$ cat src/hw/mem_map_pkg.sv
package mem_map_pkg;

    //////////////////////////////////////////////////
    // basic types
    //////////////////////////////////////////////////

    typedef logic [31:0] word_t;
    typedef logic [7:0]  char_t;
    typedef logic [29:0] word_addr_t;

    // region code lives in word address bits 29..26
    typedef enum logic [3:0] {
        REGION_FLASH  = 4'hb,
        REGION_TEXT   = 4'hc,
        REGION_TRAP   = 4'hd,
        REGION_KBD    = 4'he,
        REGION_LOADER = 4'hf
    } region_e;

    //////////////////////////////////////////////////
    // sizes and timing
    //////////////////////////////////////////////////

    localparam logic [7:0] TRAP_TAG = 8'hdd;

    localparam int LOADER_AW = 13;
    localparam int TEXT_AW   = 15;

    // a text write holds the pipeline for TEXT_SPIN cycles
    localparam int TEXT_WAIT_CYCLES = 5;
    localparam int TEXT_SPIN        = TEXT_WAIT_CYCLES + 3;
    localparam int TEXT_CNT_W       = $clog2(TEXT_SPIN + 1);

    localparam int KBD_DEPTH = 8;
    localparam int KBD_PTR_W = $clog2(KBD_DEPTH);
    localparam int KBD_CNT_W = $clog2(KBD_DEPTH + 1);

    //////////////////////////////////////////////////
    // request bundles
    //////////////////////////////////////////////////

    typedef struct packed {
        logic       read;
        logic       write;
        word_addr_t addr;
        word_t      wdata;
        logic [3:0] byte_en;
    } dmem_req_t;

    typedef struct packed {
        logic ic_read;
        logic dc_read;
        logic dc_write;
    } cache_req_t;

    typedef struct packed {
        logic [LOADER_AW-1:0] addr;
        word_t                wdata;
        logic [3:0]           wen;
    } loader_wr_t;

    typedef struct packed {
        logic               req;
        logic [TEXT_AW-1:0] addr;
        char_t              char;
    } text_wr_t;

    // frame receiver states
    typedef enum logic [1:0] {
        PS2_IDLE,
        PS2_DATA,
        PS2_PARITY,
        PS2_STOP
    } ps2_state_e;

endpackage

$ cat src/hw/mem_region_decoder.sv
module mem_region_decoder import mem_map_pkg::*; (
    input  dmem_req_t  dmem,
    input  word_addr_t instr_addr,
    input  word_t      dc_data,
    input  word_t      ic_data,
    input  word_t      loader_data,
    input  word_t      loader_instr,
    input  char_t      kb_keycode,
    input  logic       kb_ready,
    output cache_req_t cache_req,
    output loader_wr_t loader_wr,
    output text_wr_t   text_wr,
    output logic       kb_pop,
    output logic       trap_stall,
    output logic       kb_stall,
    output word_t      dmem_data,
    output word_t      instr_data
);

    region_e data_region;
    region_e instr_region;

    assign data_region  = region_e'(dmem.addr[29:26]);
    assign instr_region = region_e'(instr_addr[29:26]);

    //////////////////////////////////////////////////
    // data side strobes and read mux
    //////////////////////////////////////////////////

    always_comb begin
        cache_req.dc_read  = 1'b0;
        cache_req.dc_write = 1'b0;
        loader_wr.wen      = 4'b0000;
        text_wr.req        = 1'b0;
        kb_pop             = 1'b0;
        trap_stall         = 1'b0;
        // flash, text, trap and debug reads land here
        dmem_data          = '0;

        case (data_region)
            REGION_FLASH: begin
                dmem_data = '0;
            end
            REGION_TEXT: begin
                text_wr.req = dmem.write;
            end
            REGION_TRAP: begin
                if (dmem.addr[25:18] == TRAP_TAG) begin
                    trap_stall = dmem.read | dmem.write;
                end
            end
            REGION_KBD: begin
                kb_pop    = dmem.read;
                dmem_data = {24'd0, kb_keycode};
            end
            REGION_LOADER: begin
                // byte lanes are mirrored in loader storage
                if (dmem.write) begin
                    case (dmem.byte_en)
                        4'b0001: loader_wr.wen = 4'b1000;
                        4'b0010: loader_wr.wen = 4'b0100;
                        4'b0100: loader_wr.wen = 4'b0010;
                        4'b1000: loader_wr.wen = 4'b0001;
                        default: loader_wr.wen = 4'b1111;
                    endcase
                end
                dmem_data = loader_data;
            end
            default: begin
                // main memory through the cache
                cache_req.dc_read  = dmem.read;
                cache_req.dc_write = dmem.write;
                dmem_data          = dc_data;
            end
        endcase
    end

    assign kb_stall = kb_pop & ~kb_ready;

    assign loader_wr.addr  = dmem.addr[LOADER_AW-1:0];
    assign loader_wr.wdata = dmem.wdata;

    //////////////////////////////////////////////////
    // text byte select
    //////////////////////////////////////////////////

    always_comb begin
        case (dmem.byte_en)
            4'b1000: begin
                text_wr.addr = {dmem.addr[TEXT_AW-3:0], 2'd0};
                text_wr.char = dmem.wdata[7:0];
            end
            4'b0100: begin
                text_wr.addr = {dmem.addr[TEXT_AW-3:0], 2'd1};
                text_wr.char = dmem.wdata[15:8];
            end
            4'b0010: begin
                text_wr.addr = {dmem.addr[TEXT_AW-3:0], 2'd2};
                text_wr.char = dmem.wdata[23:16];
            end
            default: begin
                // 0001 and every wider enable use lane 3
                text_wr.addr = {dmem.addr[TEXT_AW-3:0], 2'd3};
                text_wr.char = dmem.wdata[31:24];
            end
        endcase
    end

    // instruction fetch from loader region bypasses the cache
    assign cache_req.ic_read = (instr_region != REGION_LOADER);
    assign instr_data = (instr_region == REGION_LOADER) ? loader_instr : ic_data;

    // at most one data target is strobed per access
    a_one_target: assert final (
        $onehot0({cache_req.dc_read, kb_pop, |loader_wr.wen})
    ) else $error("more than one data target strobed");

endmodule

$ cat config.mk
export PLATFORM = sky130hd
export DESIGN_NAME = mem_region_decoder
export DESIGN_NICKNAME = d
export VERILOG_FILES = /design/src/hw/mem_map_pkg.sv /design/src/hw/mem_region_decoder.sv
export SDC_FILE = /design/constraint.sdc
export NUM_CORES = 1
export LEC_CHECK = 0
export BUFFER_PORTS_ARGS = -buffer_cell sky130_fd_sc_hd__buf_2
export CORE_AREA = 3 3 148 150
export DETAILED_ROUTE_END_ITERATION = 10
export DIE_AREA = 0 0 151 153
export PLACE_DENSITY_LB_ADDON = 0.15
export SLEW_MARGIN = 20
export SYNTH_ARGS = -nofsm -noshare
export SYNTH_HDL_FRONTEND = slang
export SYNTH_SLANG_ARGS = --single-unit
$ cat constraint.sdc
create_clock -name vclk -period 2.2
set_clock_uncertainty 0.05 [all_clocks]
set_input_delay 0.55 -clock vclk [all_inputs]
set_output_delay 0.55 -clock vclk [all_outputs]
set_load 0.03 [all_outputs]
==> flow_summary.yaml, run 1 <==
layout:
  seq_cells: 0
  n_antenna_cell: 0
  nets: 718
  seq_area_sq_um: 0
  area_delta_synth_final_pct: 119.7
  clkbuf_count: 0
  stdcell_count: 756
  drive_gt1_frac: 0.8170
route:
  route.detailed.drc: 0
  wl_per_cell_um: 12.74
  drt_iter0_markers: 105
  viasPerCell: 3.471
  first_pass_iters: 4
  postRouteAntennaNets: 0
  vias: 2624
  routed_wl_mm: 9.633
sta:
  fin_crit_ps: 2171
  finalSetupViolations: 0
  max_slew_margin: 0.8360
  final.period_utilization: 0.9867
  drv_slew: 0
  worst_pin_slew_ps: 244.0
  final_hold_viol_count: 0
  rsz0062_at_grt: "yes"
  hold-worst-slack_ps: 1050
  fmax_mhz: 460.7
worst_setup_path:
  path_max_fanout: 17
  path_class: "in -> out"
  path_cells: "buf_2 -> and4_4 -> buf_12 -> a22o_1 -> a21o_1 -> buf_4"
  cp.required_ps: 1600
  slowest_stage: "a22o_1"
  end_kind: "output pin"
  slowest_delay_ps: 230
  cp_data_arrival_time_ps: 1570
  start_kind: "primary input"
global_routing:
  grt-ovfl-total: 0
  grt_pass1_vias: 2613
  grt_start_max_net_pins: 34
  antenna_found_initial: 0
  grt_usage: 0.06889
  grt_pass1_wl_mm: 13.34
logic_synthesis:
  yosysTopAreaCell: "buf_4"
  synth.top_cell.area_share: 0.2614
  syn_inst: 218
  ys_warn_count: 0
  synthesis.nets: 453
  yosys-top-cells-count: "buf_4 (59), a22o_1 (32), mux2_2 (32)"
  ys_seq_area_frac: 0
  synthesis.area_sq_um: 1694
  synthTopCellsByArea: "buf_4 (26%), mux2_2 (21%), a22o_1 (17%)"
  ys_types: 28
  yosysMostFrequentCell: "buf_4"
  syn_avg_cell_area_sq_um: 7.771
placement:
  port_buffers: 308
  dp.cells: 747
  place_congestion: 0.7965
  dp_hpwl_mm: 8.228
floorplan:
  die_area_sq_um: 23100
  die_w_um: 151
  die_y_um: 153
  ios: 378
  coreArea_sq_um: 20820
  start_util: 0.08136
  rows: 53
power_and_ir_drop:
  ir_worst_vdd_v: 0.00008484
  powerDensity_nw_per_um2: 252.1
  p_leak_nw: 2.030
run:
  maxCapViolations: 0
status:
  outcome: "finished, final reports clean"
clock_tree:
  postCtsHoldBufs: 0
worst_hold_path:
  hold_path.class: "in -> out"
==> worst max-delay path: cells and delay by family <==
family                 cells  cell delay (ps)
AO/OA/AOI/OAI              2              380
buffers and inverters      3              430
AND/OR/NAND/NOR            1              200
==> kinds of logic after synthesis <==
kind of cell / Yosys count / share of synthesized area
multiplexers: 32 / 0.2127
AND/OR/NAND/NOR: 33 / 0.1196
AO/OA/AOI/OAI: 67 / 0.3257
XOR/XNOR: 3 / 0.01551
buffers and inverters: 83 / 0.3264
==> stage by stage <==
step / cell area (sq um) / setup slack, ps / power [mW] / util / TNS (ps)
after CTS: 3447 / -14.07 / 0.8791 / 0.1655 / -27.25
final: 3722 / 29.28 / 0.9383 / 0.1788 / 0
after global placement: 3317 / -83.30 / 0.8430 / 0.1593 / -1249
after detailed placement: 3317 / -93.89 / 0.8398 / 0.1593 / -1127
after floorplan: 1734 / -129.6 / 0.6033 / - / -554.8
after global routing: 3722 / -21.60 / 1.003 / 0.1788 / -185.5
==> final timing paths <==
path,endpoint,cells after the start,startpoint
worst max-delay path,dmem_data[2],6,dmem[64]
worst min-delay path,text_wr[14],0,dmem[40]
==> layout by cell type (no fill, tap or decap) <==
| cell type | Yosys | layout |
|---|---|---|
| a21o_1 | 9 | 9 |
| a22o_1 | 32 | 32 |
| a22oi_1 | 8 | 4 |
| a22oi_2 | 0 | 4 |
| and2_1 | 4 | 4 |
| and4_4 | 0 | 1 |
| and4b_4 | 0 | 1 |
| buf_12 | 0 | 5 |
| buf_2 | 10 | 262 |
| buf_4 | 59 | 47 |
| buf_6 | 1 | 18 |
| buf_8 | 0 | 2 |
| clkbuf_16 | 0 | 3 |
| clkbuf_4 | 0 | 1 |
| inv_1 | 8 | 8 |
| mux2_2 | 32 | 32 |
| nand2_1 | 12 | 11 |
| nand2_4 | 0 | 1 |
| nand4_1 | 1 | 1 |
| nand4b_1 | 3 | 3 |
| nor2_1 | 3 | 3 |
| nor2b_1 | 4 | 2 |
| nor2b_2 | 0 | 1 |
| nor2b_4 | 0 | 1 |
| nor4_2 | 0 | 1 |
| nor4b_2 | 0 | 1 |
| nor4b_4 | 1 | 1 |
| o21a_1 | 3 | 3 |
| o21ai_0 | 5 | 5 |
| o21bai_4 | 1 | 1 |
| o221ai_2 | 0 | 7 |
| o221ai_4 | 0 | 1 |
| o31ai_1 | 1 | 1 |
| or2_4 | 0 | 1 |
| xnor2_2 | 0 | 1 |
| xor2_1 | 2 | 2 |
==> where the power goes <==
part	switching (mW)	leakage, nW	internal, mW
clock network	0	0	0
registers	0	0	0
logic	0.517	2.03	0.421
total	0.517	2.03	0.421
==> layer usage <==
layer,track usage,vias up,wire length [um],share of wire
li1,-,1280,-,-
met1,0.07581,1185,3546,0.37
met2,0.1444,159,5318,0.55
met3,0.008894,0,767,0.080
met4,0,0,0,0
met5,0,-,0,0
==> cell type report <==
| cell class | count | area (sq um) |
|---|---|---|
| inverters | 8 | 30.03 |
| repair buffers | 338 | 2079 |
| well taps | 275 | 344.1 |
| fillers | 2394 | 17100 |
| multi-input cells | 135 | 1269 |
==> timing repair <==
action                     in CTS  in global routing
pin swaps                       3                  4
gates resized for setup        34                 83
setup endpoints to repair      36                 72
setup buffers                   1                  3
gates cloned                    1                  4
No activity file was read; power rests on OpenSTA's default activity.
==> run 2, diff against run 1 <==
- CORE_AREA: 3 3 148 150 -> 3 3 145 147
- DIE_AREA: 0 0 151 153 -> 0 0 148 150
- clock period: 2.2 -> 1.8 ns (I/O delays scaled with it)
==> run 2 against run 1 <==
The flow now finishes with violations (setup timing); wire length grew 18%; die area fell by 3.9%; global-route usage up 1.5 points; power rose by 56%; via count up 6.7%; sequential cell count stayed put; non-clock buffer count up 17; cell count is 1.6% higher; worst hold slack worse by 200 ps; combinational power rose by 56%; largest power group unchanged.
==> flow_summary.yaml, run 2 (synthesis gave the netlist of run 1 again) <==
sta:
  max_slew_margin: 0.7576
  worst_pin_slew_ps: 362.9
  fmax_mhz: 485.0
  final.period_utilization: 1.145
  drv_slew: 0
  rsz0062_at_grt: "yes"
  finalSetupViolations: 79
  setup_ws_ps: -261.7
  hold-worst-slack_ps: 850.0
  final_hold_viol_count: 0
  fin_crit_ps: 2062
power_and_ir_drop:
  switching_power_mw: 0.7216
  ir_worst_vdd_v: 0.0001254
  p_comb_frac: 1.000
  p_leak_nw: 2.499
  powerDensity_nw_per_um2: 306.3
  power_mw: 1.459
  sw_frac_of_total: 0.4946
  cell_internal_pwr_mw: 0.7375
  p_clk_frac: 0
  pwr-share-seq: 0
route:
  viasPerCell: 3.645
  routed_wl_mm: 11.36
  vias: 2799
  postRouteAntennaNets: 0
  wl_per_cell_um: 14.79
  first_pass_iters: 4
  route.detailed.drc: 0
  drt_iter0_markers: 32
run:
  maxCapViolations: 0
placement:
  dp_hpwl_mm: 8.394
  postPlaceCellArea_sq_um: 3501
  place_congestion: 0.7439
  port_buffers: 308
floorplan:
  die_w_um: 148
  start_util: 0.08454
  rows: 52
  coreArea_sq_um: 20040
  die_area_sq_um: 22200
  die_y_um: 150
  ios: 378
worst_setup_path:
  start_kind: "primary input"
  path_class: "in -> out"
  end_kind: "output pin"
  path_max_fanout: 7
  cp.required_ps: 1300
  cp_data_arrival_time_ps: 1560
layout:
  clkbuf_count: 0
  n_fill_cell: 2207
  drive_gt1_frac: 0.8675
  final_cell_mix: "buf_2 (215), buf_6 (103), mux2_4 (31)"
  seq_area_sq_um: 0
  final_common_cell: "buf_2"
  seq_cells: 0
  stdcell_area_sq_um: 4763
  area_delta_synth_final_pct: 181.2
  nets: 735
  n_antenna_cell: 0
status:
  outcome: "complete, but fails checks"
  failed_checks: "setup timing"
global_routing:
  grt_pass1_wl_mm: 15.12
  grt_start_max_net_pins: 12
  grt_usage: 0.08394
  grt-ovfl-total: 0
  antenna_found_initial: 1
  grt_pass1_vias: 2897
clock_tree:
  postCtsHoldBufs: 0
worst_hold_path:
  hold_path.class: "in -> out"
## run 2: per-layer routing
metal  track usage  vias to the layer above  part of all wire
li1              -                     1312                 -
met1       0.09584                     1279              0.36
met2        0.1631                      192              0.54
met3       0.01272                       14             0.081
met4       0.01940                        2             0.023
met5             0                        -            0.0018
## run 2: critical path, stage by stage
cell and delay, ps:
buf_6 90, buf_6 110, nor4b_4 280, o21bai_4 180
buf_12 170, o221ai_4 120, buf_6 150
## run 2: worst paths after layout
| path | start | end | cells past startpoint |
|---|---|---|---|
| worst min-delay path | dmem[46] | loader_wr[46] | 0 |
| worst max-delay path | dmem[2] | text_wr[3] | 7 |
## run 2: cell type report
class              instances  area (sq um)  area share
repair buffers           355          2801      0.5881
inverters                  8         30.03    0.006304
well taps                270         337.8     0.07092
multi-input cells        135          1594      0.3346
## run 2: stage by stage
stage               setup slack (ps)  setup TNS (ps)  utilization  cells
floorplan                     -250.3           -2926            -    218
global placement              -592.5          -17850       0.1747    747
detailed placement            -639.1          -18050       0.1747    747
CTS                           -278.3          -14630       0.2325    766
global route                  -338.3          -17760       0.2377    768
finish                        -261.7          -13870       0.2377    768
## run 2: timing repair
action,4_1_cts,5_1_grt
gates cloned,9,2
pin swaps,30,21
hold endpoints to repair,0,0
resized for setup,240,35
endpoints found under the setup margin,81,82
setup buffers,11,6
## run 2: power groups by stage
stage	Clock, mW	Combinational (mW)	Sequential [mW]
after global routing	0	1.53	0
after detailed placement	0	1.09	0
final	0	1.46	0
after CTS	0	1.42	0
after floorplan	0	0.785	0
after global placement	0	1.09	0
==> run 3, diff against run 2 <==
- SETUP_SLACK_MARGIN: not set -> 0.4
==> run 3 against run 2 <==
The flow still finishes with violations (setup timing); utilization grew 3.1 points; die area is the same; non-clock buffer count increased by 17; worst hold slack hardly changed; cell count increased by 2.2%; highest routed layer unchanged; sequential cell count unchanged; fmax down 0.16%; critical path depth unchanged; combinational power is 8% higher; cell area is 13% higher; via count decreased by 0.14%; first-iteration DRC count is 28% higher.
==> flow_summary.yaml, run 3 (synthesis gave the netlist of run 1 again) <==
status:
  outcome: "complete, but fails checks"
  failed_checks: "setup timing"
worst_setup_path:
  crit_start: "dmem[62]"
  crit_path_end: "dmem_data[2]"
  path_max_fanout: 4
  path_class: "in -> out"
  cp.required_ps: 1300
  cp_data_arrival_time_ps: 1570
  start_kind: "primary input"
  end_kind: "output pin"
sta:
  worst_pin_slew_ps: 379.9
  tns_ps: -13870
  fin_crit_ps: 2065
  final_hold_viol_count: 0
  hold-worst-slack_ps: 850.0
  finalSetupViolations: 83
  setup_ws_ps: -265.0
  max_slew_margin: 0.7462
  fmax_mhz: 484.3
  rsz0062_at_grt: "yes"
  final.period_utilization: 1.147
  drv_slew: 0
global_routing:
  grt_pass1_vias: 2911
  grt_usage: 0.09041
  grt-ovfl-total: 0
  antenna_found_initial: 2
  grt_start_max_net_pins: 13
  grt_pass1_wl_mm: 16.24
power_and_ir_drop:
  power_mw: 1.573
  powerDensity_nw_per_um2: 292.3
  ir_worst_vdd_v: 0.0001228
  p_leak_nw: 2.766
floorplan:
  coreArea_sq_um: 20040
  die_area_sq_um: 22200
  die_w_um: 148
  die_y_um: 150
  ios: 378
  start_util: 0.08454
  rows: 52
route:
  drt_iter0_markers: 41
  route.detailed.drc: 0
  wl_per_cell_um: 14.81
  routed_wl_mm: 11.63
  postRouteAntennaNets: 0
  first_pass_iters: 4
  viasPerCell: 3.561
  vias: 2795
layout:
  seq_area_sq_um: 0
  final_core_util: 0.2686
  stdcell_area_sq_um: 5383
  clkbuf_count: 0
  drive_gt1_frac: 0.9301
  final_cell_mix: "buf_2 (213), buf_6 (113), mux2_4 (32)"
  area_delta_synth_final_pct: 217.7
  nets: 752
  n_antenna_cell: 0
  final_common_cell: "buf_2"
  stdcell_count: 785
  seq_cells: 0
placement:
  dpl_worst_slack_ps: -617.9
  place_congestion: 0.7625
  dp_hpwl_mm: 9.230
  postPlaceCellArea_sq_um: 3909
  dp.cells: 749
  port_buffers: 308
clock_tree:
  postCtsHoldBufs: 0
worst_hold_path:
  hold_path.class: "in -> out"
run:
  maxCapViolations: 0
## run 3: cell count changes in the layout (fill, tap and decap cells not counted), moves of 4 or more
cell | before | now
buf_8 | 5 | 9
a22o_4 | 4 | 24
buf_6 | 103 | 113
a22o_1 | 28 | 8
buf_12 | 9 | 15
buf_4 | 16 | 11
## run 3: power breakdown
part | switching, mW | internal, mW
sequential | 0 | 0
clock | 0 | 0
combinational | 0.751 | 0.822
## run 3: layout make-up
type | count | area, sq um
tap | 270 | 337.8
inverter | 8 | 30.03
multi-input combinational | 135 | 1863
fill | 2190 | 14660
timing repair buffer | 372 | 3152
## run 3: critical path: stages
cell	delay (ps)
buf_8	100
and4_4	230
buf_12	140
buf_16	120
a22o_1	210
a21o_4	180
buf_6	130
## run 3: how the worst min path moves through the flow
stage,cells after the start,startpoint,slack (ps),endpoint
5_1_grt,0,dmem[42],850,text_wr[16]
3_5_place_dp,0,dmem[44],850,loader_wr[44]
4_1_cts,0,dmem[44],850,loader_wr[44]
6_report,0,dmem[42],850,loader_wr[42]
2_1_floorplan,1,dmem[63],900,text_wr[23]
3_3_place_gp,0,dmem[44],850,loader_wr[44]
## run 3: repair_timing
item | 4_1_cts | 5_1_grt
cloned | 10 | 2
resized for setup | 243 | 23
pin swaps | 11 | 12
endpoints found under the setup margin | 85 | 85
buffers inserted | 16 | 8
## run 3: metal layers
metal	track usage	vias to the layer above	wire, um
met5	0	-	13
met4	0.002309	2	20
met3	0.02423	6	1143
li1	-	1349	-
met2	0.1786	176	6432
met1	0.1019	1262	4014
