$ cat src/hw/mem_map_pkg.sv
package mem_map_pkg;

    //////////////////////////////////////////////////
    // basic types
    //////////////////////////////////////////////////

    typedef logic [31:0] word_t;
    typedef logic [7:0]  char_t;
    typedef logic [29:0] word_addr_t;

    // region code lives in word address bits 29..26
    typedef enum logic [3:0] {
        REGION_FLASH  = 4'hb,
        REGION_TEXT   = 4'hc,
        REGION_TRAP   = 4'hd,
        REGION_KBD    = 4'he,
        REGION_LOADER = 4'hf
    } region_e;

    //////////////////////////////////////////////////
    // sizes and timing
    //////////////////////////////////////////////////

    localparam logic [7:0] TRAP_TAG = 8'hdd;

    localparam int LOADER_AW = 13;
    localparam int TEXT_AW   = 15;

    // a text write holds the pipeline for TEXT_SPIN cycles
    localparam int TEXT_WAIT_CYCLES = 5;
    localparam int TEXT_SPIN        = TEXT_WAIT_CYCLES + 3;
    localparam int TEXT_CNT_W       = $clog2(TEXT_SPIN + 1);

    localparam int KBD_DEPTH = 8;
    localparam int KBD_PTR_W = $clog2(KBD_DEPTH);
    localparam int KBD_CNT_W = $clog2(KBD_DEPTH + 1);

    //////////////////////////////////////////////////
    // request bundles
    //////////////////////////////////////////////////

    typedef struct packed {
        logic       read;
        logic       write;
        word_addr_t addr;
        word_t      wdata;
        logic [3:0] byte_en;
    } dmem_req_t;

    typedef struct packed {
        logic ic_read;
        logic dc_read;
        logic dc_write;
    } cache_req_t;

    typedef struct packed {
        logic [LOADER_AW-1:0] addr;
        word_t                wdata;
        logic [3:0]           wen;
    } loader_wr_t;

    typedef struct packed {
        logic               req;
        logic [TEXT_AW-1:0] addr;
        char_t              char;
    } text_wr_t;

    // frame receiver states
    typedef enum logic [1:0] {
        PS2_IDLE,
        PS2_DATA,
        PS2_PARITY,
        PS2_STOP
    } ps2_state_e;

endpackage

$ cat src/hw/ps2_keyboard.sv
module ps2_keyboard import mem_map_pkg::*; (
    input  logic  clk_pipeline,
    input  logic  rst,
    input  logic  ps2_clk,
    input  logic  ps2_data,
    input  logic  pop,
    output logic  ready,
    output logic  overflow,
    output char_t keycode
);

    logic [2:0] clk_sync;
    logic [1:0] data_sync;
    logic       clk_fall;
    logic       data_bit;

    ps2_state_e state;
    logic [2:0] bit_cnt;
    char_t      shift_reg;
    logic       parity_ok;
    logic       push;

    char_t                queue [KBD_DEPTH];
    logic [KBD_PTR_W-1:0] head;
    logic [KBD_PTR_W-1:0] tail;
    logic [KBD_CNT_W-1:0] count;
    logic                 push_en;
    logic                 pop_en;

    //////////////////////////////////////////////////
    // input sync and edge detect
    //////////////////////////////////////////////////

    // two sync stages plus one for the edge
    always_ff @(posedge clk_pipeline) begin
        clk_sync  <= {clk_sync[1:0], ps2_clk};
        data_sync <= {data_sync[0], ps2_data};
    end

    assign clk_fall = clk_sync[2] & ~clk_sync[1];
    assign data_bit = data_sync[1];

    //////////////////////////////////////////////////
    // frame receiver
    //////////////////////////////////////////////////

    always_ff @(posedge clk_pipeline) begin
        if (!rst) begin
            state   <= PS2_IDLE;
            bit_cnt <= '0;
        end else if (clk_fall) begin
            case (state)
                PS2_IDLE: begin
                    // wait for a start bit of 0
                    if (!data_bit) begin
                        state   <= PS2_DATA;
                        bit_cnt <= '0;
                    end
                end
                PS2_DATA: begin
                    bit_cnt <= bit_cnt + 1'b1;
                    if (bit_cnt == 3'd7) begin
                        state <= PS2_PARITY;
                    end
                end
                PS2_PARITY: state <= PS2_STOP;
                default:    state <= PS2_IDLE;
            endcase
        end
    end

    // payload, LSB first
    always_ff @(posedge clk_pipeline) begin
        if (clk_fall && state == PS2_DATA) begin
            shift_reg <= {data_bit, shift_reg[7:1]};
        end
        if (clk_fall && state == PS2_PARITY) begin
            // odd parity over data and parity bit
            parity_ok <= ^{shift_reg, data_bit};
        end
    end

    // good stop bit and parity push the scancode
    assign push = clk_fall && (state == PS2_STOP) && data_bit && parity_ok;

    //////////////////////////////////////////////////
    // scancode queue
    //////////////////////////////////////////////////

    assign ready   = (count != '0);
    assign pop_en  = pop && ready;
    assign push_en = push && (count != KBD_CNT_W'(KBD_DEPTH));
    assign keycode = queue[head];

    always_ff @(posedge clk_pipeline) begin
        if (!rst) begin
            head     <= '0;
            tail     <= '0;
            count    <= '0;
            overflow <= 1'b0;
        end else begin
            if (push && !push_en) begin
                overflow <= 1'b1;
            end
            if (push_en) begin
                tail <= tail + 1'b1;
            end
            if (pop_en) begin
                head <= head + 1'b1;
            end
            count <= count + KBD_CNT_W'(push_en) - KBD_CNT_W'(pop_en);
        end
    end

    always_ff @(posedge clk_pipeline) begin
        if (push_en) begin
            queue[tail] <= shift_reg;
        end
    end

    a_count_bound: assert property (
        @(posedge clk_pipeline) disable iff (!rst)
        count <= KBD_CNT_W'(KBD_DEPTH)
    ) else $error("scancode queue count past depth");

endmodule

$ cat config.mk
export PLATFORM = sky130hd
export DESIGN_NAME = ps2_keyboard
export DESIGN_NICKNAME = d
export VERILOG_FILES = /design/src/hw/mem_map_pkg.sv /design/src/hw/ps2_keyboard.sv
export SDC_FILE = /design/constraint.sdc
export NUM_CORES = 1
export LEC_CHECK = 0
export ABC_CLOCK_PERIOD_IN_PS = 7000
export BUFFER_PORTS_ARGS = -buffer_cell sky130_fd_sc_hd__buf_2
export CORE_ASPECT_RATIO = 1.2
export CORE_MARGIN = 3
export CORE_UTILIZATION = 55
export DETAILED_ROUTE_END_ITERATION = 10
export PLACE_DENSITY = 0.75
export SETUP_SLACK_MARGIN = 0.2
export SLEW_MARGIN = 20
export SYNTH_ARGS = -nofsm -noshare
export SYNTH_HDL_FRONTEND = slang
export SYNTH_SLANG_ARGS = --single-unit
$ cat constraint.sdc
create_clock -name clk_pipeline -period 7 [get_ports clk_pipeline]
set_input_delay 2.1 -clock clk_pipeline [delete_from_list [all_inputs] [get_ports clk_pipeline]]
set_output_delay 2.1 -clock clk_pipeline [all_outputs]
set_load 0.1 [all_outputs]
==> results of run 1 <==
-- area by class of cell --
type	instances	area, um^2	share of cell area [%]
sequential	97	2670	63.4
timing repair buffer	16	85.1	2.02
multi-input combinational	115	1130	26.7
clock buffer	10	138	3.26
clock inverter	6	47.5	1.13
tap	85	106	2.52
inverter	11	41.3	0.979
-- worst max-delay path by stage --
stage	from	cells past startpoint	slack (ns)	end
global placement	register	3	2.67	keycode[0]
detailed placement	register	3	2.64	keycode[0]
CTS	register	3	2.24	keycode[0]
finish	register	3	2.68	keycode[0]
floorplan	register	4	3.18	keycode[0]
global route	register	3	2.54	keycode[5]
-- worst max-delay path: stages (launching register included) --
cell and delay, ns:
dfxtp_2 0.71, mux4_2 0.57, mux2_2 0.28, buf_2 0.29
-- report_power, final --
group	switching, W	total (W)	internal, W
combinational	0.000234	0.000374	0.000141
sequential	0.0000465	0.000681	0.000634
clock	0.000190	0.000333	0.000143
total	0.000470	0.00139	0.000918
-- cell usage after synthesis (2+ instances only) --
cell type	count
mux4_2	16
inv_1	11
mux2_2	8
nor2_1	8
a32oi_1	2
nor2b_1	6
buf_1	2
and2_1	8
nand2b_1	5
or3_1	3
edfxtp_1	73
a21oi_1	3
xnor2_1	9
nand2_1	8
ha_1	14
xor2_1	3
dfxtp_1	24
nor3_1	2
a21boi_0	5
nand3_1	4
buf_2	3
-- stage by stage --
| step | util, % | total power, W | std cells | instance area (um^2) |
|---|---|---|---|---|
| 6_report | 63.5 | 0.00139 | 340 | 4220 |
| 5_1_grt | 63.5 | 0.00146 | 340 | 4220 |
| 4_1_cts | 63.4 | 0.00141 | 340 | 4220 |
| 3_5_place_dp | 60.7 | 0.00108 | 324 | 4030 |
| 3_3_place_gp | 60.7 | 0.00107 | 324 | 4030 |
| 2_1_floorplan | - | 0.00102 | 230 | 3870 |
-- per-layer routing --
metal  GRT usage, %  vias to the layer above
li1               -                      895
met1           20.0                      924
met2           26.5                       28
met3           3.60                        9
met4           6.79                        0
met5              0                        -
-- cells by family (layout without fill, tap and decap cells) --
| logic type | Yosys count | count (layout) |
|---|---|---|
| compound gates | 14 | 14 |
| xor+xnor | 12 | 12 |
| fa+ha+maj | 15 | 15 |
| buf+inv | 18 | 43 |
| flops | 97 | 97 |
| mux | 25 | 25 |
| simple gates | 49 | 49 |
==> metrics.md, run 1 <==
| Metric | Value |
|---|---|
| Status | `complete, no violations` |
| Complex-gate fraction of the synthesized area | `2.52%` |
| CP Data Required Time | `4.90 ns` |
| Fmax | `232 MHz` |
| Die Ht | `97.9 um` |
| Reg2Reg Setup Slack | `4.48 ns` |
| Power Dens Cells | `329 nW/um^2` |
| Maximum VDD drop | `209 uV` |
| Wirelength per Cell | `17.0 um` |
| Starting Density | `58.3%` |
| HP Start | `data_sync[0]` |
| Commonest cells after routing, fill and taps aside | `edfxtp_1 (73), dfxtp_1 (23), mux4_2 (16), ha_1 (14), buf_2 (14)` |
| Clk sink count | `97` |
| Synth-to-Final Area Change | `8.88%` |
| Area leader, netlist | `edfxtp_1` |
| Detailed Route Iter0 Violations | `97` |
| Die width | `82.6 um` |
| # diodes | `0` |
| Avg Inst Size Synth | `16.8 um^2` |
| Synth unique cells | `34` |
| Fillers | `508` |
| Main combinational cell family by area after synthesis | `multiplexers` |
| Crit Path Max Fanout | `16` |
| Hold Crit Endpoint | `data_sync[1]` |
| ANT nets after route | `0` |
| Worst-path clk slew | `0.09 ns` |
| Synth top area share | `56.6%` |
| Place WS | `2.64 ns` |
| Total Wirelength | `5780 um` |
| Final net count | `270` |
| H-tree levels | `3` |
| Reg2Reg Depth | `12` |
| Slew Limit Fails | `0` |
| Most common cell after layout, fill and taps aside | `edfxtp_1` |
| Max Buffers Root-to-Sink | `2` |
| Hold Vio Cnt, Final | `0` |
| Period utilisation layout | `61.7%` |
| Leak | `1.42 nW` |
| Async SR Flop Fraction | `0%` |
| Arr. time, crit path | `2.22 ns` |
| Core area | `6650 um^2` |
| Total Routing Usage GR | `16.0%` |
| Clock Skew | `0.00818 ns` |
| Via count | `1856` |
| Synth top area cells | `edfxtp_1 (57%), dfxtp_1 (12%), mux4_2 (9.3%), ha_1 (4.5%), mux2_2 (2.3%)` |
| Min Tclk post-route | `4.32 ns` |
| Synth Flop Type | `edfxtp_1` |
| Netlist Area Pre-Place | `3870 um^2` |
| Synthesized Nets | `250` |
| CTS Hold Buffers Added | `0` |
| Setup-failing EPs final | `0` |
| Vias in the first global route | `1863` |
| Post-synthesis xor/xnor area fraction | `2.71%` |
| Share of layout cells above drive strength 1 | `22.7%` |
| Flip-flop count of the largest register, all copies and words added | `64` |
| Post-route setup slack | `2.68 ns` |
| Maxcap violations | `0` |
| Uppermost layer routed | `met4` |
| Average vias per placed instance | `5.46` |
| GPL Wtd Cong | `0.743` |
| Total clock buffers created by CTS | `9` |
| IO Count | `15` |
| Post-synthesis adder-cell area fraction | `5.04%` |
| Post-cts sizing count | `0` |
| Mux cell area share after synthesis | `11.9%` |
| Post-Synthesis Cells | `230` |
| Number of synthesized flops with an enable pin | `73` |
| Setup TNS | `0 ns` |
| Hpwl dp | `3870 um` |
| Hold Worst Slack | `0.337 ns` |
| Crit path capture type | `output port` |
| Clk root buf | `clkbuf_8` |
| DRC | `0` |
| Initial antenna violation count | `0` |
| Hold depth | `0` |
| Pin count of the biggest net entering global routing | `18` |
| Site row count | `32` |
| Worst r2r src | `count[2]` |
| Area of the die | `8090 um^2` |
| Max_slew headroom | `38.4%` |
| Worst-Skew Late Latency | `0.35 ns` |
| Global route overflow | `0` |
| Number of detailed-route iterations in the first pass | `4` |
| WS Path Type | `register to output port` |
| First-pass GRT wire length | `9320 um` |
| Met3 Routed Length | `203 um` |
| Yosys warns | `0` |
| Min-delay worst type | `register to register` |
| RSZ-0062 raised after global routing | `false` |
| Post-Synth Simple-Gate Area | `6.91%` |
| Metal2 WL | `3120 um` |
| Seq/Total Area, Yosys | `69.0%` |
| I/O Buffers | `14` |
| #FFs+latches synth | `97` |
| Worst slew pin tran | `0.920 ns` |
| Capture point of the worst reg-to-reg path | `count[2]` |
| TritonCTS clock tree | `built` |
| Post-CTS setup buffer count | `0` |
| Critical Path Source Type | `register` |
| Wl on met1 | `2370 um` |
Power figures use the tool's default switching activity.
==> run 2, diff against run 1 <==
--- a/config.mk
+++ b/config.mk
@@ -5,13 +5,13 @@
 export SDC_FILE = /design/constraint.sdc
 export NUM_CORES = 1
 export LEC_CHECK = 0
-export ABC_CLOCK_PERIOD_IN_PS = 7000
+export ABC_CLOCK_PERIOD_IN_PS = 3800
 export BUFFER_PORTS_ARGS = -buffer_cell sky130_fd_sc_hd__buf_2
 export CORE_ASPECT_RATIO = 1.2
 export CORE_MARGIN = 3
 export CORE_UTILIZATION = 55
 export DETAILED_ROUTE_END_ITERATION = 10
-export PLACE_DENSITY = 0.75
+export PLACE_DENSITY = 0.78
 export SETUP_SLACK_MARGIN = 0.2
 export SLEW_MARGIN = 20
 export SYNTH_ARGS = -nofsm -noshare
==> constraint.sdc (replaced) <==
create_clock -name clk_pipeline -period 3.8 [get_ports clk_pipeline]
set_input_delay 1.14 -clock clk_pipeline [delete_from_list [all_inputs] [get_ports clk_pipeline]]
set_output_delay 1.14 -clock clk_pipeline [all_outputs]
set_load 0.1 [all_outputs]
==> metrics.md, run 2 (synthesis gave the netlist of run 1 again) <==
| Metric | Value |
|---|---|
| Status | `complete, no violations` |
| Hold Worst Slack | `0.332 ns (-0.00502 ns)` |
| ANT nets after route | `0 (unchanged)` |
| Core area | `6650 um^2 (unchanged)` |
| CP delay by family, top | `flip-flops` |
| Period utilisation layout | `87.6%` |
| Fmax | `300 MHz` |
| Die width | `82.6 um (unchanged)` |
| Slew Limit Fails | `0 (unchanged)` |
| Crit path capture type | `output port` |
| CP bufs+invs | `1 (unchanged)` |
| Maxcap violations | `0 (unchanged)` |
| Setup TNS | `0 ns (unchanged)` |
| Total Routing Usage GR | `16.3% (+0.24 points)` |
| Most common cell after layout, fill and taps aside | `edfxtp_1` |
| Vias in the first global route | `1840 (-1.2%)` |
| Clock Skew | `0.00851 ns (+0.000333 ns)` |
| H-tree levels | `3 (unchanged)` |
| Area occupied by multi-input gates | `1130 um^2 (unchanged)` |
| Crit Path Max Fanout | `16 (unchanged)` |
| CP max stage delay | `0.84 ns (+0.13 ns)` |
| Commonest cells after routing, fill and taps aside | `edfxtp_1 (73), dfxtp_1 (24), mux4_2 (16), ha_1 (14), buf_2 (14)` |
| GPL Wtd Cong | `0.819 (+10%)` |
| Die Ht | `97.9 um (unchanged)` |
| Pin count of the biggest net entering global routing | `18 (unchanged)` |
| Hpwl dp | `3830 um (-1.1%)` |
| Area of the die | `8090 um^2 (unchanged)` |
| Leak | `1.43 nW (+0.14%)` |
| Average vias per placed instance | `5.46 (about the same)` |
| Worst-Skew Late Latency | `0.35 ns (about the same)` |
| Min Tclk post-route | `3.33 ns` |
| Synth-to-Final Area Change | `9.30%` |
| Max Buffers Root-to-Sink | `2 (unchanged)` |
| # diodes | `0 (unchanged)` |
| Arr. time, crit path | `2.19 ns (-0.03 ns)` |
| Number of detailed-route iterations in the first pass | `4 (unchanged)` |
| Metal2 WL | `2980 um (-4.4%)` |
| Total Wirelength | `5810 um (+0.59%)` |
| Initial antenna violation count | `0 (unchanged)` |
| Clk sink count | `97 (unchanged)` |
| RSZ-0062 raised after global routing | `false` |
| Clk root buf | `clkbuf_8` |
| Max_slew headroom | `38.1% (-0.36 points)` |
| Hold Vio Cnt, Final | `0 (unchanged)` |
| Met3 Routed Length | `271 um (+33%)` |
| Global route overflow | `0 (unchanged)` |
| Wl on met1 | `2490 um (+4.7%)` |
| HP Start | `data_sync[0]` |
| Fillers | `506 (-0.39%)` |
| CP Data Required Time | `2.66 ns (-2.24 ns)` |
| Wirelength per Cell | `17.0 um (+0.29%)` |
| Maximum VDD drop | `348 uV (+66%)` |
| Worst r2r src | `count[2]` |
| Sequential cell area | `2670 um^2 (about the same)` |
| Setup-failing EPs final | `0 (unchanged)` |
| Flip-flop count of the largest register, all copies and words added | `64 (unchanged)` |
| CP max-delay cell | `dfxtp_1` |
| Detailed Route Iter0 Violations | `151 (+56%)` |
| Layout Utilization | `63.7% (+0.24 points)` |
| Worst-path clk slew | `0.08 ns (about the same)` |
| Final net count | `271 (+0.37%)` |
| Uppermost layer routed | `met4` |
| Total clock buffers created by CTS | `9 (unchanged)` |
| Post-cts sizing count | `0 (unchanged)` |
| IO Count | `15 (unchanged)` |
| CTS Hold Buffers Added | `0 (unchanged)` |
| Min-delay worst type | `register to register` |
| Via count | `1862 (+0.32%)` |
| Power Dens Cells | `613 nW/um^2 (+86%)` |
| I/O Buffers | `14 (unchanged)` |
| First-pass GRT wire length | `9400 um (+0.88%)` |
| WS Path Type | `register to output port` |
| Share of layout cells above drive strength 1 | `22.7% (-0.089 points)` |
| Site row count | `32 (unchanged)` |
| DRC | `0 (unchanged)` |
| Post-CTS setup buffer count | `0 (unchanged)` |
| Crit-path cells | `mux4_2 > mux2_2 > buf_2` |
| Starting Density | `58.3% (unchanged)` |
| Critical Path Source Type | `register` |
| Worst slew pin tran | `0.926 ns (+0.00535 ns)` |
| TritonCTS clock tree | `built` |
## run 2: cell count changes in the layout (fill, tap and decap cells not counted)
cell        delta
bufinv_16      +1
clkinv_2       +1
clkbuf_8       -1
inv_6          -3
buf_4          +1
dfxtp_2        -1
clkinvlp_4     +2
dfxtp_1        +1
clkbuf_1       +1
clkinv_1       -1
## run 2: layer usage
layer  global-route usage, %  vias up
met5                       0        -
met4                    5.28        0
met3                    4.98        6
met2                    26.1       39
met1                    21.0      922
li1                        -      895
## run 2: path summary, 6_finish.rpt
check	endpoint	slack (ns)	cells after the start
hold / removal	data_sync[1]	0.33	0
setup / recovery	keycode[1]	0.47	3
hold reg to reg	data_sync[1]	0.33	0
setup reg to reg	count[2]	1.31	12
## run 2: report_power, final
part	internal, W	switching, W	leakage (nW)
logic	0.000266	0.000473	0.480
clock network	0.000307	0.000336	0.0929
registers	0.00117	0.0000449	0.853
## run 2: cell type report
cell class	instances	share of cell area, %
clock buffers	10	3.01
inverters	11	0.975
flip-flops and latches	97	63.1
well taps	85	2.51
repair buffers	17	2.19
multi-input cells	115	26.6
clock inverters	6	1.60
## run 2: through the flow
step | setup WS, ns | std cells | instance area, um^2 | power [W]
2_1_floorplan | 0.937 | 230 | 3870 | 0.00188
3_3_place_gp | 0.871 | 325 | 4040 | 0.00197
3_5_place_dp | 0.842 | 325 | 4040 | 0.00199
4_1_cts | 0.433 | 341 | 4230 | 0.00262
5_1_grt | 0.385 | 341 | 4230 | 0.00273
6_report | 0.472 | 341 | 4230 | 0.00259
==> run 3, diff against run 2 <==
--- a/config.mk
+++ b/config.mk
@@ -9,9 +9,9 @@
 export BUFFER_PORTS_ARGS = -buffer_cell sky130_fd_sc_hd__buf_2
 export CORE_ASPECT_RATIO = 1.2
 export CORE_MARGIN = 3
-export CORE_UTILIZATION = 55
+export CORE_UTILIZATION = 24
 export DETAILED_ROUTE_END_ITERATION = 10
-export PLACE_DENSITY = 0.78
+export PLACE_DENSITY = 0.42
 export SETUP_SLACK_MARGIN = 0.2
 export SLEW_MARGIN = 20
 export SYNTH_ARGS = -nofsm -noshare
==> metrics.md, run 3 (synthesis gave the netlist of run 1 again) <==
| Metric | Value |
|---|---|
| Commonest cells after routing, fill and taps aside | `edfxtp_1 (73), dfxtp_1 (24), mux4_2 (16), ha_1 (14), buf_2 (14)` |
| Share of layout cells above drive strength 1 | `24.3% (+1.7 points)` |
| Die Ht | `145 um (+48%)` |
| Worst setup path endpoint | `keycode[7]` |
| Post-cts sizing count | `0 (unchanged)` |
| Critical Path Source Type | `register` |
| Total power | `0.00293 W (+13%)` |
| Worst-path clk slew | `0.07 ns (about the same)` |
| RSZ-0062 raised after global routing | `false` |
| TritonCTS clock tree | `built` |
| Initial antenna violation count | `0 (unchanged)` |
| Site row count | `50 (+56%)` |
| Slew Limit Fails | `0 (unchanged)` |
| Starting Density | `24.7% (-34 points)` |
| Crit-path cells | `buf_4 > mux4_2 > mux2_2 > buf_2` |
| Reg2Reg Depth | `12 (unchanged)` |
| # diodes | `0 (unchanged)` |
| CP Data Required Time | `2.66 ns (about the same)` |
| Hold Vio Cnt, Final | `0 (unchanged)` |
| Reg2Reg Setup Slack | `1.26 ns (-0.05 ns)` |
| Arr. time, crit path | `2.12 ns (-0.07 ns)` |
| Die width | `122 um (+48%)` |
| Period utilisation layout | `85.7% (-1.9 points)` |
| Max_slew headroom | `64.8% (+27 points)` |
| Maximum VDD drop | `194 uV (-44%)` |
| Placed inst area | `4250 um^2 (+5.1%)` |
| Clk root buf | `clkbuf_16` |
| CTS Hold Buffers Added | `0 (unchanged)` |
| GPL Wtd Cong | `0.694 (-15%)` |
| Setup TNS | `0 ns (unchanged)` |
| Crit path capture type | `output port` |
| I/O Buffers | `14 (unchanged)` |
| WS Path Type | `register to output port` |
| Crit Path Max Fanout | `16 (unchanged)` |
| Wirelength per Cell | `14.7 um (-14%)` |
| Most common cell after layout, fill and taps aside | `edfxtp_1` |
| ANT nets after route | `0 (unchanged)` |
| Status | `complete, no violations` |
| Min-delay worst type | `register to register` |
| Fmax | `307 MHz (+2.2%)` |
| Core area | `15700 um^2 (+140%)` |
| Via count | `1851 (-0.59%)` |
| Maxcap violations | `0 (unchanged)` |
| Worst slew pin tran | `0.527 ns (-0.399 ns)` |
| IO Count | `15 (unchanged)` |
| Capture point of the worst reg-to-reg path | `count[2]` |
| Average vias per placed instance | `3.93 (-28%)` |
| Clock Skew | `0.00616 ns (-0.00235 ns)` |
| Final net count | `278 (+2.6%)` |
| DRC | `0 (unchanged)` |
| Min Tclk post-route | `3.26 ns (-0.0704 ns)` |
| Clk sink count | `97 (unchanged)` |
| H-tree levels | `3 (unchanged)` |
| Worst-Skew Late Latency | `0.35 ns (about the same)` |
| Area of the die | `17700 um^2 (+120%)` |
| Final Instance Area | `4560 um^2 (+7.8%)` |
| First-pass GRT wire length | `11100 um (+18%)` |
| Power Dens Cells | `641 nW/um^2 (+4.6%)` |
| Total Routing Usage GR | `8.61% (-7.7 points)` |
| Place WS | `0.885 ns (+0.0435 ns)` |
| Vias in the first global route | `1935 (+5.2%)` |
| Global route overflow | `0 (unchanged)` |
| CP max-delay cell | `mux4_2` |
| Hpwl dp | `4280 um (+12%)` |
| Detailed Route Iter0 Violations | `125 (-17%)` |
| Post-CTS setup buffer count | `0 (unchanged)` |
| Synth-to-Final Area Change | `17.8%` |
| Total clock buffers created by CTS | `9 (unchanged)` |
| Max Buffers Root-to-Sink | `2 (unchanged)` |
| Number of detailed-route iterations in the first pass | `4 (unchanged)` |
| Setup-failing EPs final | `0 (unchanged)` |
| Worst r2r src | `count[2]` |
| Flip-flop count of the largest register, all copies and words added | `64 (unchanged)` |
| Pin count of the biggest net entering global routing | `18 (unchanged)` |
| CP max stage delay | `0.55 ns (-0.29 ns)` |
| Post-route setup slack | `0.542 ns (+0.0704 ns)` |
| Total Wirelength | `6900 um (+19%)` |
| Leak | `1.53 nW (+7.0%)` |
==> run 3: through the flow <==
stage | cells | hold WS (ns) | util (%)
2_1_floorplan | 230 | 0.310 | -
3_3_place_gp | 455 | 0.315 | 27.0
3_5_place_dp | 455 | 0.318 | 27.0
4_1_cts | 471 | 0.334 | 29.1
5_1_grt | 471 | 0.334 | 29.1
6_report | 471 | 0.329 | 29.1
==> run 3: worst min-delay path by stage <==
stage                 from  cells past startpoint          end
2_1_floorplan  clk_sync[0]                      0  clk_sync[1]
5_1_grt        clk_sync[0]                      0  clk_sync[1]
3_3_place_gp   clk_sync[0]                      0  clk_sync[1]
3_5_place_dp   clk_sync[0]                      0  clk_sync[1]
4_1_cts        clk_sync[0]                      0  clk_sync[1]
6_report       clk_sync[0]                      0  clk_sync[1]
==> run 3: routing by layer <==
layer / up-vias / global-route usage (%) / routed length [um]
met3: 12 / 2.18 / 212
met2: 30 / 13.1 / 3320
li1: 910 / - / -
met5: - / 0 / 0
met4: 0 / 5.38 / 206
met1: 899 / 10.8 / 3160
==> run 3: worst max-delay path, delay by kind of cell, from the launching register on <==
kind | cells | cell delay, ns
buf+inv | 2 | 0.61
flops | 1 | 0.31
mux | 2 | 0.84
==> run 3: layout make-up <==
class	count	area, um^2
flip-flops and latches	97	2670
clock buffers	9	225
fillers	1569	11100
multi-input cells	115	1130
well taps	208	260
inverters	11	41.3
repair buffers	24	145
clock inverters	7	93.8
==> run 3: where the power goes <==
group / switching, W / leakage (nW) / total (W) / internal, W
Sequential: 0.0000283 / 0.853 / 0.00120 / 0.00117
Combinational: 0.000497 / 0.518 / 0.000763 / 0.000266
Clock: 0.000389 / 0.155 / 0.000965 / 0.000576
